### src/rtl/datamem_pkg.sv
// Data memory shared widths, region codes, data word types and address views
package datamem_pkg;

	// Word address spans data bank and mailbox
	localparam int DM_ADDR_W = 11;

	// Index widths carried inside the address views
	localparam int DM_DATA_IDX_W = 10;
	localparam int DM_MBOX_IDX_W = 4;

	// Mailbox view skips the bits between region and index
	localparam int DM_MBOX_PAD_W = DM_ADDR_W - 1 - DM_MBOX_IDX_W;

	// Byte lanes per data word
	localparam int DM_BYTES = 4;

	// Region bit is the top address bit
	localparam logic DM_REGION_DATA = 1'b0;
	localparam logic DM_REGION_MBOX = 1'b1;

	// Data word and per-byte write enables, bit n writes byte n
	typedef logic [8*DM_BYTES-1:0] dm_word_t;
	typedef logic [DM_BYTES-1:0] dm_be_t;

	// Address seen as a core data location
	typedef struct packed {
		logic region;
		logic [DM_DATA_IDX_W-1:0] idx;
	} dm_data_view_t;

	// Address seen as a mailbox slot
	typedef struct packed {
		logic region;
		logic [DM_MBOX_PAD_W-1:0] pad;
		logic [DM_MBOX_IDX_W-1:0] idx;
	} dm_mbox_view_t;

	// One address word, decoded either way
	typedef union packed {
		dm_data_view_t data_view;
		dm_mbox_view_t mbox_view;
	} dm_addr_u;

endpackage

### src/rtl/mem_port_if.sv
// Single RAM port bundle of byte enables, word index, write data and read data
`timescale 1ns/1ps

interface mem_port_if #(
	parameter int ADDR_W = 10
);

	// Byte write enables, zero means read only
	datamem_pkg::dm_be_t we;

	// Word index into the bank
	logic [ADDR_W-1:0] idx;

	// Word to write under the enables
	datamem_pkg::dm_word_t wdata;

	// Registered old word at last index
	datamem_pkg::dm_word_t rdata;

	// Router side drives the request and takes the read word
	modport ctl (
		output we,
		output idx,
		output wdata,
		input rdata
	);

	// RAM side takes the request and returns the read word
	modport ram (
		input we,
		input idx,
		input wdata,
		output rdata
	);

endinterface

### src/rtl/datamem_route.sv
// Data memory region router, gates writes per side and selects registered read data
`timescale 1ns/1ps

module datamem_route #(
	parameter int DATA_DEPTH_W = 10,
	parameter int MBOX_DEPTH_W = 4
) (
	input logic con_clk,
	input logic nrst,

	// Core stall level, low freezes the core side
	input logic core_en,

	// Core request
	input datamem_pkg::dm_be_t dm_write,
	input logic [datamem_pkg::DM_ADDR_W-1:0] exe_data_addr,
	input datamem_pkg::dm_word_t data_in,

	// Controller request
	input datamem_pkg::dm_be_t con_write,
	input logic [datamem_pkg::DM_ADDR_W-1:0] con_addr,
	input datamem_pkg::dm_word_t con_in,

	// Read words back to each side
	output datamem_pkg::dm_word_t data_out,
	output datamem_pkg::dm_word_t con_out,

	// Bank ports, a serves the core, b the controller
	mem_port_if.ctl data_a,
	mem_port_if.ctl data_b,
	mem_port_if.ctl mbox_a,
	mem_port_if.ctl mbox_b
);

	// Decoded addresses of both sides
	datamem_pkg::dm_addr_u core_addr;
	datamem_pkg::dm_addr_u ctl_addr;

	// Region hits for the write gates
	logic core_hits_data;
	logic ctl_hits_mbox;

	// Region of the read issued last cycle
	logic core_region_q;
	logic ctl_region_q;

	assign core_addr = exe_data_addr;
	assign ctl_addr = con_addr;

	// Core may only write data words, controller only mailbox words
	assign core_hits_data = core_addr.data_view.region == datamem_pkg::DM_REGION_DATA;
	assign ctl_hits_mbox = ctl_addr.mbox_view.region == datamem_pkg::DM_REGION_MBOX;

	// Core side
	// Writes also need core_en, the RAM stalls the rest of port a
	assign data_a.we = (core_hits_data && core_en) ? dm_write : '0;
	assign data_a.idx = core_addr.data_view.idx[DATA_DEPTH_W-1:0];
	assign data_a.wdata = data_in;

	// Mailbox is read only from the core
	assign mbox_a.we = '0;
	assign mbox_a.idx = core_addr.mbox_view.idx[MBOX_DEPTH_W-1:0];
	assign mbox_a.wdata = data_in;

	// Controller side
	// Data bank is read only from the controller
	assign data_b.we = '0;
	assign data_b.idx = ctl_addr.data_view.idx[DATA_DEPTH_W-1:0];
	assign data_b.wdata = con_in;

	assign mbox_b.we = ctl_hits_mbox ? con_write : '0;
	assign mbox_b.idx = ctl_addr.mbox_view.idx[MBOX_DEPTH_W-1:0];
	assign mbox_b.wdata = con_in;

	// Region registers line up with the one-cycle RAM read
	always_ff @(posedge con_clk) begin
		if (!nrst) begin
			core_region_q <= datamem_pkg::DM_REGION_DATA;
			ctl_region_q <= datamem_pkg::DM_REGION_DATA;
		end else begin
			// Core region holds with the stalled port so data_out holds too
			if (core_en) begin
				core_region_q <= core_addr.data_view.region;
			end
			ctl_region_q <= ctl_addr.mbox_view.region;
		end
	end

	// Output select by last cycle's region
	assign data_out = (core_region_q == datamem_pkg::DM_REGION_MBOX) ?
		mbox_a.rdata : data_a.rdata;
	assign con_out = (ctl_region_q == datamem_pkg::DM_REGION_MBOX) ?
		mbox_b.rdata : data_b.rdata;

endmodule

### src/flat_wrapper.sv
// flat-port wrapper written by rule: the top's interface ports become plain ports
module datamem_route_flat 
#(
	parameter int DATA_DEPTH_W = 10,
	parameter int MBOX_DEPTH_W = 4
)
  (con_clk, nrst, core_en, dm_write, exe_data_addr, data_in, con_write, con_addr, con_in, data_out, con_out, data_a_we, data_a_idx, data_a_wdata, data_a_rdata, data_b_we, data_b_idx, data_b_wdata, data_b_rdata, mbox_a_we, mbox_a_idx, mbox_a_wdata, mbox_a_rdata, mbox_b_we, mbox_b_idx, mbox_b_wdata, mbox_b_rdata);
  mem_port_if data_a_i ();
  mem_port_if data_b_i ();
  mem_port_if mbox_a_i ();
  mem_port_if mbox_b_i ();
  input logic con_clk;
  input logic nrst;
  input logic core_en;
  input datamem_pkg::dm_be_t dm_write;
  input logic [datamem_pkg::DM_ADDR_W-1:0] exe_data_addr;
  input datamem_pkg::dm_word_t data_in;
  input datamem_pkg::dm_be_t con_write;
  input logic [datamem_pkg::DM_ADDR_W-1:0] con_addr;
  input datamem_pkg::dm_word_t con_in;
  output datamem_pkg::dm_word_t data_out;
  output datamem_pkg::dm_word_t con_out;
  output wire logic [$bits(data_a_i.we)-1:0] data_a_we;
  output wire logic [$bits(data_a_i.idx)-1:0] data_a_idx;
  output wire logic [$bits(data_a_i.wdata)-1:0] data_a_wdata;
  input wire logic [$bits(data_a_i.rdata)-1:0] data_a_rdata;
  output wire logic [$bits(data_b_i.we)-1:0] data_b_we;
  output wire logic [$bits(data_b_i.idx)-1:0] data_b_idx;
  output wire logic [$bits(data_b_i.wdata)-1:0] data_b_wdata;
  input wire logic [$bits(data_b_i.rdata)-1:0] data_b_rdata;
  output wire logic [$bits(mbox_a_i.we)-1:0] mbox_a_we;
  output wire logic [$bits(mbox_a_i.idx)-1:0] mbox_a_idx;
  output wire logic [$bits(mbox_a_i.wdata)-1:0] mbox_a_wdata;
  input wire logic [$bits(mbox_a_i.rdata)-1:0] mbox_a_rdata;
  output wire logic [$bits(mbox_b_i.we)-1:0] mbox_b_we;
  output wire logic [$bits(mbox_b_i.idx)-1:0] mbox_b_idx;
  output wire logic [$bits(mbox_b_i.wdata)-1:0] mbox_b_wdata;
  input wire logic [$bits(mbox_b_i.rdata)-1:0] mbox_b_rdata;
  assign data_a_we = data_a_i.we;
  assign data_a_idx = data_a_i.idx;
  assign data_a_wdata = data_a_i.wdata;
  assign data_a_i.rdata = data_a_rdata;
  assign data_b_we = data_b_i.we;
  assign data_b_idx = data_b_i.idx;
  assign data_b_wdata = data_b_i.wdata;
  assign data_b_i.rdata = data_b_rdata;
  assign mbox_a_we = mbox_a_i.we;
  assign mbox_a_idx = mbox_a_i.idx;
  assign mbox_a_wdata = mbox_a_i.wdata;
  assign mbox_a_i.rdata = mbox_a_rdata;
  assign mbox_b_we = mbox_b_i.we;
  assign mbox_b_idx = mbox_b_i.idx;
  assign mbox_b_wdata = mbox_b_i.wdata;
  assign mbox_b_i.rdata = mbox_b_rdata;
  datamem_route #(.DATA_DEPTH_W(DATA_DEPTH_W), .MBOX_DEPTH_W(MBOX_DEPTH_W)) u_core (.con_clk(con_clk), .nrst(nrst), .core_en(core_en), .dm_write(dm_write), .exe_data_addr(exe_data_addr), .data_in(data_in), .con_write(con_write), .con_addr(con_addr), .con_in(con_in), .data_out(data_out), .con_out(con_out), .data_a(data_a_i), .data_b(data_b_i), .mbox_a(mbox_a_i), .mbox_b(mbox_b_i));
endmodule
### config.mk
export PLATFORM = sky130hd
export DESIGN_NAME = datamem_route_flat
export DESIGN_NICKNAME = d
export VERILOG_FILES = /design/src/rtl/datamem_pkg.sv /design/src/rtl/mem_port_if.sv /design/src/rtl/datamem_route.sv /design/src/flat_wrapper.sv
export SDC_FILE = /design/constraint.sdc
export NUM_CORES = 1
export LEC_CHECK = 0
export BUFFER_PORTS_ARGS = -buffer_cell sky130_fd_sc_hd__buf_2
export CORE_AREA = 2 2 182 184
export CTS_CLUSTER_DIAMETER = 120
export DETAILED_ROUTE_END_ITERATION = 6
export DIE_AREA = 0 0 184 186
export PLACE_DENSITY = 0.3
export SYNTH_ARGS = -nofsm -noshare
export SYNTH_HDL_FRONTEND = slang
export SYNTH_SLANG_ARGS = --single-unit
### constraint.sdc
create_clock -name con_clk -period 2.5 [get_ports con_clk]
set_clock_uncertainty 0.2 [all_clocks]
set_input_delay 0.5 -clock con_clk [delete_from_list [all_inputs] [get_ports con_clk]]
set_output_delay 0.5 -clock con_clk [all_outputs]
set_load 0.05 [all_outputs]
-- Yosys cells after proc, flatten, opt, wreduce, memory -nomap -nowiden
Cells that the tools add are included.
- word-level logic and storage cells: 8
- bits of input ports: 225
- bits in registers: 2
- output and inout port bits: 248
- reductions and logical operators: 1
- bitwise logic cells: 1
- multiplexer cells: 4
- operators with widths (cell ; count):
    two-way mux 32 bit ; 2
    two-way mux 4 bit ; 2
    logical AND 1 bit ; 1
    inverter 1 bit ; 1

-- Longest topological paths before layout
Gate-level depths: netlist of run 1.
- word-level depth: 3
- depth in mapped cells: 3
- mapped depth without buffers: 2

-- Worst setup path before layout of run 1
OpenSTA, ideal clock, no wires.
- path kind: input to output
- start point: input core_en
- end point: output data_a_we[0]
- stages on the path: 2
- data required time: 1.800 ns
- arrival time: 1.102 ns
- setup slack: 0.698 ns
- cell sequence: nor2b_1 -> and2_1
- longest elaborated chain between the ends: 2
- ends and longest elaborated chain (what ; RTL line ; RTL):
    from (decl) ; flat_wrapper.sv:14 ; input logic core_en;
    logical AND 1 bit ; datamem_route.sv:56 ; assign data_a.we = (core_hits_data && core_en) ? dm_write : '0;
    two-way mux 4 bit ; datamem_route.sv:56 ;
    to (decl) ; flat_wrapper.sv:23 ; output wire logic [$bits(data_a_i.we)-1:0] data_a_we;
No other way between the ends.

-- Final worst setup path of run 1
- start point: register u_core.core_region_q
- end point: output data_out[7]
- longest elaborated chain between the ends: 1
- ends and longest elaborated chain (what ; RTL line ; RTL):
    from (decl) ; datamem_route.sv:44 ; logic core_region_q;
    from (signal assigned) ; datamem_route.sv:78 ; core_region_q <= datamem_pkg::DM_REGION_DATA;
    from (signal assigned) ; datamem_route.sv:83 ; core_region_q <= core_addr.data_view.region;
    two-way mux 32 bit ; datamem_route.sv:90 ; assign data_out = (core_region_q == datamem_pkg::DM_REGION_MBOX) ?
    to (decl) ; flat_wrapper.sv:21 ; output datamem_pkg::dm_word_t data_out;
No other way between the ends.

==> results of run 1 <==
kinds of logic (layout without fill, tap and decap cells):
family	Yosys count	after routing
buffers and inverters	184	218
and+or+nand+nor	11	11
muxes	65	65
other	1	20
DFF	2	2
per-layer routing:
metal	global-route usage, %	vias up	part of all wire (%)
met5	0	-	0
met4	2.75	0	4.3
met3	3.74	37	21
met2	5.89	234	43
met1	3.93	715	32
li1	-	755	-
power by group:
group / switching [uW] / internal (uW)
Sequential: 8.19 / 34.4
Clock: 35.1 / 203
Combinational: 495 / 269
worst max-delay path: stages (launching register included):
cell	delay, ns
dfxtp_2	0.58
buf_12	0.21
mux2_4	0.30
buf_2	0.21
state kept, by name, indices dropped and copies added, names as in the netlist:
signal / flops
u_core.core_region_q: 1
u_core.ctl_region_q: 1
final cells by class:
class                   count  area, um2  area share (%)
repair buffers            215       1120            39.4
flip-flops and latches      2       42.5            1.49
clock buffers               3       75.1            2.64
multi-input cells          96       1100            38.6
well taps                 408        510            17.9
per-stage QoR:
stage,instance area [um2],hold WS [ns]
finish,2850,0.308
global placement,2770,0.545
CTS,2850,0.313
detailed placement,2770,0.540
global route,2850,0.353
floorplan,2580,0.422
worst paths after layout:
check,to,startpoint,cells past startpoint
min reg2reg,u_core.core_region_q$_SDFFE_PN0P_,u_core.core_region_q$_SDFFE_PN0P_,3
max reg2reg,u_core.core_region_q$_SDFFE_PN0P_,u_core.core_region_q$_SDFFE_PN0P_,3
max,data_out[7],u_core.core_region_q$_SDFFE_PN0P_,3
min,u_core.core_region_q$_SDFFE_PN0P_,nrst,2
Yosys cell counts:
cell type and n:
dfxtp_1 2, mux2_2 4, nor2b_1 2, conb_1 1, mux2_4 60, buf_6 5
mux2i_1 1, buf_12 3, and2_1 9, buf_4 176
==> flow_summary_export.csv, run 1 <==
group,metric,value,unit
outcome,status,"finished, final reports clean",
timing,period_minus_slack,2.23,ns
route,dr.pass1.iters,3,
cells_and_area,final_common_cell,"buf_2",
synth,yosysWarnings,0,
cells_and_area,syn_to_final_growth,13.7,%
synth,muxShareOfSynthArea,38.1,%
placed_design,place_ws,0.469,ns
job,maxCapViolCount,0,
critical_path,reg2reg_slack,1.28,ns
synth,synth_simple_gate_area_share,2.75,%
timing,setup_violations,0,
synth,syn_avg_cell_area,9.53,um2
floorplanning,ios,473,
cells_and_area,fillers,3781,
floorplanning,dieArea,0.0342,mm2
grt,grt_max_degree,30,
cells_and_area,instances_no_fill,724,
pwr,ir_drop,0.000137,V
route,via_count,1741,
pwr,p_total,1040,uW
grt,grt_pass1_vias,1709,
route,initialDrtViolationCount,14,
critical_path,critPathCaptureType,"output port",
synth,ys_top_cells_by_area,"buf_4 53%, mux2_4 36%, buf_12 2.4%",
placed_design,dpl.hpwl,7190,um
critical_path,crit_required,1.80,ns
route,drtAntennaViolNets,0,
clocking,clockBufferDepth,2,
cells_and_area,layout-drive-gt1-share,89.9,%
critical_path,worst-setup-path-type,"flop to output port",
floorplanning,rows,66,
synth,synth_top_area_share,52.7,%
clocking,insertion_delay,0.22,ns
synth,syn_inst,263,
synth,synth_top_family_by_area,"buffers and inverters",
floorplanning,start_util,7.78,%
route,viasPerCell,2.40,
timing,finalHoldViolCount,0,
clocking,cts_setup_buffers,0,
clocking,clock-sinks,2,
critical_path,cp_max_fo,12,
timing,slew_violations,0,
pwr,powerDensity,367,mW/mm2
clocking,hold_buffers,0,
synth,netlist_area,0.00251,mm2
clocking,htreeDepth,1,
grt,antenna_found_initial,0,
synth,synth-seq-cells,2,
placed_design,port-buffer-count,212,
cells_and_area,mostFrequentLayoutCells,"212 x buf_2, 60 x mux2_4, 20 x conb_1",
clocking,clk_pin_slew_worst_paths,0.03,ns
clocking,cts_made_buffers,3,
cells_and_area,utilization,8.85,%
clocking,root_buffer,"clkbuf_16",
pwr,p_leak,0.00148,uW
clocking,cts-resized-gates,0,
grt,track_usage,4.17,%
timing,min_period_over_period,89.2,%
floorplanning,die_height,186,um
floorplanning,fp.dieW,184,um
grt,grt-ovfl-total,0,
timing,setup_slack,0.270,ns
grt,grt_pass1_wl,10400,um
clocking,cts_tree,"yes",
critical_path,worstPathArrival,1.53,ns
route,wl,8260,um
synth,synth-xor-area-share,0,%
floorplanning,core_region_area,0.0322,mm2
cells_and_area,diodes,0,
hold_path,hp-class,"input pin to flop",
placed_design,place_inst,721,
synth,ys_types,10,
synth,synth_top_area_cell,"buf_4",
timing,final.setup.tns,0,ns
timing,rsz0062_at_grt,"false",
timing,max_freq,448,MHz
placed_design,gp_congestion,0.679,
critical_path,startpoint_type,"flop",
synth,synth_compound_area_share,0,%
cells_and_area,final_nets,543,
synth,synth_seq_area_share,1.60,%
synth,synth_fa_ha_area_share,0,%
route,wl_per_cell,11.4,um
route,drc,0,
No activity file was read; power rests on OpenSTA's default activity.
==> inputs of run 2 (changes only) <==
--- a/config.mk
+++ b/config.mk
@@ -6,11 +6,11 @@
 export NUM_CORES = 1
 export LEC_CHECK = 0
 export BUFFER_PORTS_ARGS = -buffer_cell sky130_fd_sc_hd__buf_2
-export CORE_AREA = 2 2 182 184
+export CORE_AREA = 2 2 183 185
 export CTS_CLUSTER_DIAMETER = 120
 export DETAILED_ROUTE_END_ITERATION = 6
-export DIE_AREA = 0 0 184 186
-export PLACE_DENSITY = 0.3
+export DIE_AREA = 0 0 185 187
+export PLACE_DENSITY = 0.31
 export SYNTH_ARGS = -nofsm -noshare
 export SYNTH_HDL_FRONTEND = slang
 export SYNTH_SLANG_ARGS = --single-unit
==> constraint.sdc (replaced) <==
create_clock -name con_clk -period 1.9 [get_ports con_clk]
set_clock_uncertainty 0.2 [all_clocks]
set_input_delay 0.38 -clock con_clk [delete_from_list [all_inputs] [get_ports con_clk]]
set_output_delay 0.38 -clock con_clk [all_outputs]
set_load 0.05 [all_outputs]
==> run 2 against run 1 <==
Global-route usage up 0.54 points. Worst setup slack worse by 0.28 ns. Power up 49%. Critical path depth unchanged. Largest power group unchanged. Flip-flop and latch count unchanged. Cell count up 5.9%. Sequential share of layout area down 0.14 points. Largest cell class unchanged. Clock power up 32%. The flow now finishes with violations (negative setup slack). Wire length up 13%.
==> flow_summary_export.csv, run 2 (same netlist as run 1, synthesis figures left out) <==
group,metric,value,unit
outcome,status,"finished with violations",
outcome,violations,"negative setup slack",
critical_path,worst_r2r_path_depth,3,
clocking,clock-sinks,2,
critical_path,critPathCaptureType,"output port",
floorplanning,core_region_area,0.0329,mm2
pwr,p_total,1550,uW
floorplanning,rows,67,
route,wl_per_cell,12.2,um
clocking,clk_pin_slew_worst_paths,0.03,ns
route,viasPerCell,2.32,
cells_and_area,utilization,10.1,%
timing,setup_violations,11,
placed_design,gp_congestion,0.663,
cells_and_area,final_nets,546,
timing,min_period_over_period,100,%
critical_path,startpoint_type,"flop",
clocking,htreeDepth,1,
critical_path,cp_top_family,"flip-flops",
timing,max_freq,524,MHz
timing,setup_slack,-0.00690,ns
cells_and_area,multi_input_area,0.00111,mm2
cells_and_area,final_common_cell,"buf_2",
floorplanning,start_util,7.63,%
timing,finalHoldViolCount,0,
clocking,root_buffer,"clkbuf_16",
job,maxCapViolCount,0,
route,dr.pass1.iters,3,
hold_path,hp-class,"input pin to flop",
cells_and_area,fillers,3871,
clocking,cts_made_buffers,3,
critical_path,r2r-end,"u_core.core_region_q$_SDFFE_PN0P_",
cells_and_area,ff_latch_area,45.0,um2
critical_path,cp_num_cells,3,
pwr,powerDensity,467,mW/mm2
route,drc,0,
floorplanning,fp.dieW,185,um
cells_and_area,layout-drive-gt1-share,90.0,%
grt,grt_pass1_vias,1690,
timing,rsz0062_at_grt,"true",
clocking,insertion_delay,0.22,ns
grt,grt_max_degree,22,
pwr,p_leak,0.00164,uW
critical_path,reg2reg_slack,0.59,ns
placed_design,place_ws,0.0979,ns
route,via_count,1776,
placed_design,port-buffer-count,212,
clocking,clockBufferDepth,2,
clocking,cts_tree,"yes",
clocking,cts_setup_buffers,0,
timing,period_minus_slack,1.91,ns
critical_path,max_stage_delay,0.43,ns
critical_path,worst-setup-path-type,"flop to output port",
critical_path,rr_startpoint,"u_core.core_region_q$_SDFFE_PN0P_",
cells_and_area,mostFrequentLayoutCells,"159 x buf_2, 62 x mux2_4, 50 x buf_6",
grt,antenna_found_initial,0,
pwr,ir_drop,0.000353,V
timing,slew_violations,0,
critical_path,crit_start,"u_core.core_region_q$_SDFFE_PN0P_",
floorplanning,die_height,187,um
route,initialDrtViolationCount,17,
cells_and_area,diodes,0,
floorplanning,ios,473,
cells_and_area,syn_to_final_growth,32.8,%
critical_path,cpMaxStageDelayCell,"dfxtp_4",
critical_path,critPathBufInv,2,
critical_path,crit_required,1.32,ns
critical_path,path_cells,"buf_16 > mux2_4 > buf_8",
grt,grt-ovfl-total,0,
placed_design,dpl.hpwl,7860,um
cells_and_area,top_regs,"u_core.core_region_q x1, u_core.ctl_region_q x1",
route,drtAntennaViolNets,0,
critical_path,setup.worst_path.end,"data_out[17]",
critical_path,worstPathArrival,1.33,ns
grt,track_usage,4.70,%
critical_path,cp_max_fo,16,
grt,grt_pass1_wl,11700,um
placed_design,placed_area,0.00281,mm2
timing,holdWs,0.198,ns
cells_and_area,post-route-cell-area,0.00333,mm2
floorplanning,dieArea,0.0346,mm2
route,wl,9360,um
-- run 2: cell types whose count changed in the layout (fill, tap and decap cells not counted) --
cell,delta
buf_2,-53
buf_6,+50
buf_8,+4
buf_16,+2
mux2_2,-2
mux2_4,+2
buf_12,-1
clkbuf_16,+1
dfxtp_2,-1
dfxtp_4,+1
-- run 2: cell type report --
cell class	instances	share of cell area, %
Tap cell	448	16.8
Multi-Input combinational cell	96	33.3
Clock buffer	3	2.26
Sequential cell	2	1.35
Timing Repair Buffer	218	46.3
-- run 2: worst min path at each step --
stage / start / endpoint / slack (ns) / depth (start not counted)
floorplan: con_addr[10] / u_core.ctl_region_q$_SDFF_PN0_ / 0.30 / 1
detailed placement: nrst / u_core.ctl_region_q$_SDFF_PN0_ / 0.43 / 2
global placement: nrst / u_core.core_region_q$_SDFFE_PN0P_ / 0.42 / 2
global route: nrst / u_core.ctl_region_q$_SDFF_PN0_ / 0.22 / 2
finish: nrst / u_core.core_region_q$_SDFFE_PN0P_ / 0.20 / 2
CTS: nrst / u_core.core_region_q$_SDFFE_PN0P_ / 0.21 / 2
-- run 2: report_power, final --
group | switching, uW | leakage [uW] | internal (uW) | total (uW)
registers | 6.52 | 0.0000175 | 44.7 | 51.2
logic | 703 | 0.00158 | 486 | 1190
clock network | 45.7 | 0.0000370 | 268 | 313
total | 755 | 0.00164 | 798 | 1550
-- run 2: metal layers --
metal | track usage (%) | share of wire (%) | vias up
li1 | - | - | 762
met1 | 5.13 | 36 | 738
met2 | 6.30 | 41 | 228
met3 | 4.09 | 19 | 46
met4 | 1.95 | 3.0 | 2
met5 | 1.00 | 0.38 | -
-- run 2: repair_timing --
item,CTS,global route
gates cloned,2,1
hold buffers,0,0
pin swaps,0,0
endpoints found under the setup margin,64,50
gates resized for setup,100,16
-- run 2: metrics by stage --
step,TNS (ns),std cells
after global placement,0,761
after global routing,-1.07,767
after floorplan,0,282
after detailed placement,0,761
after CTS,-0.141,766
final,-0.0366,767
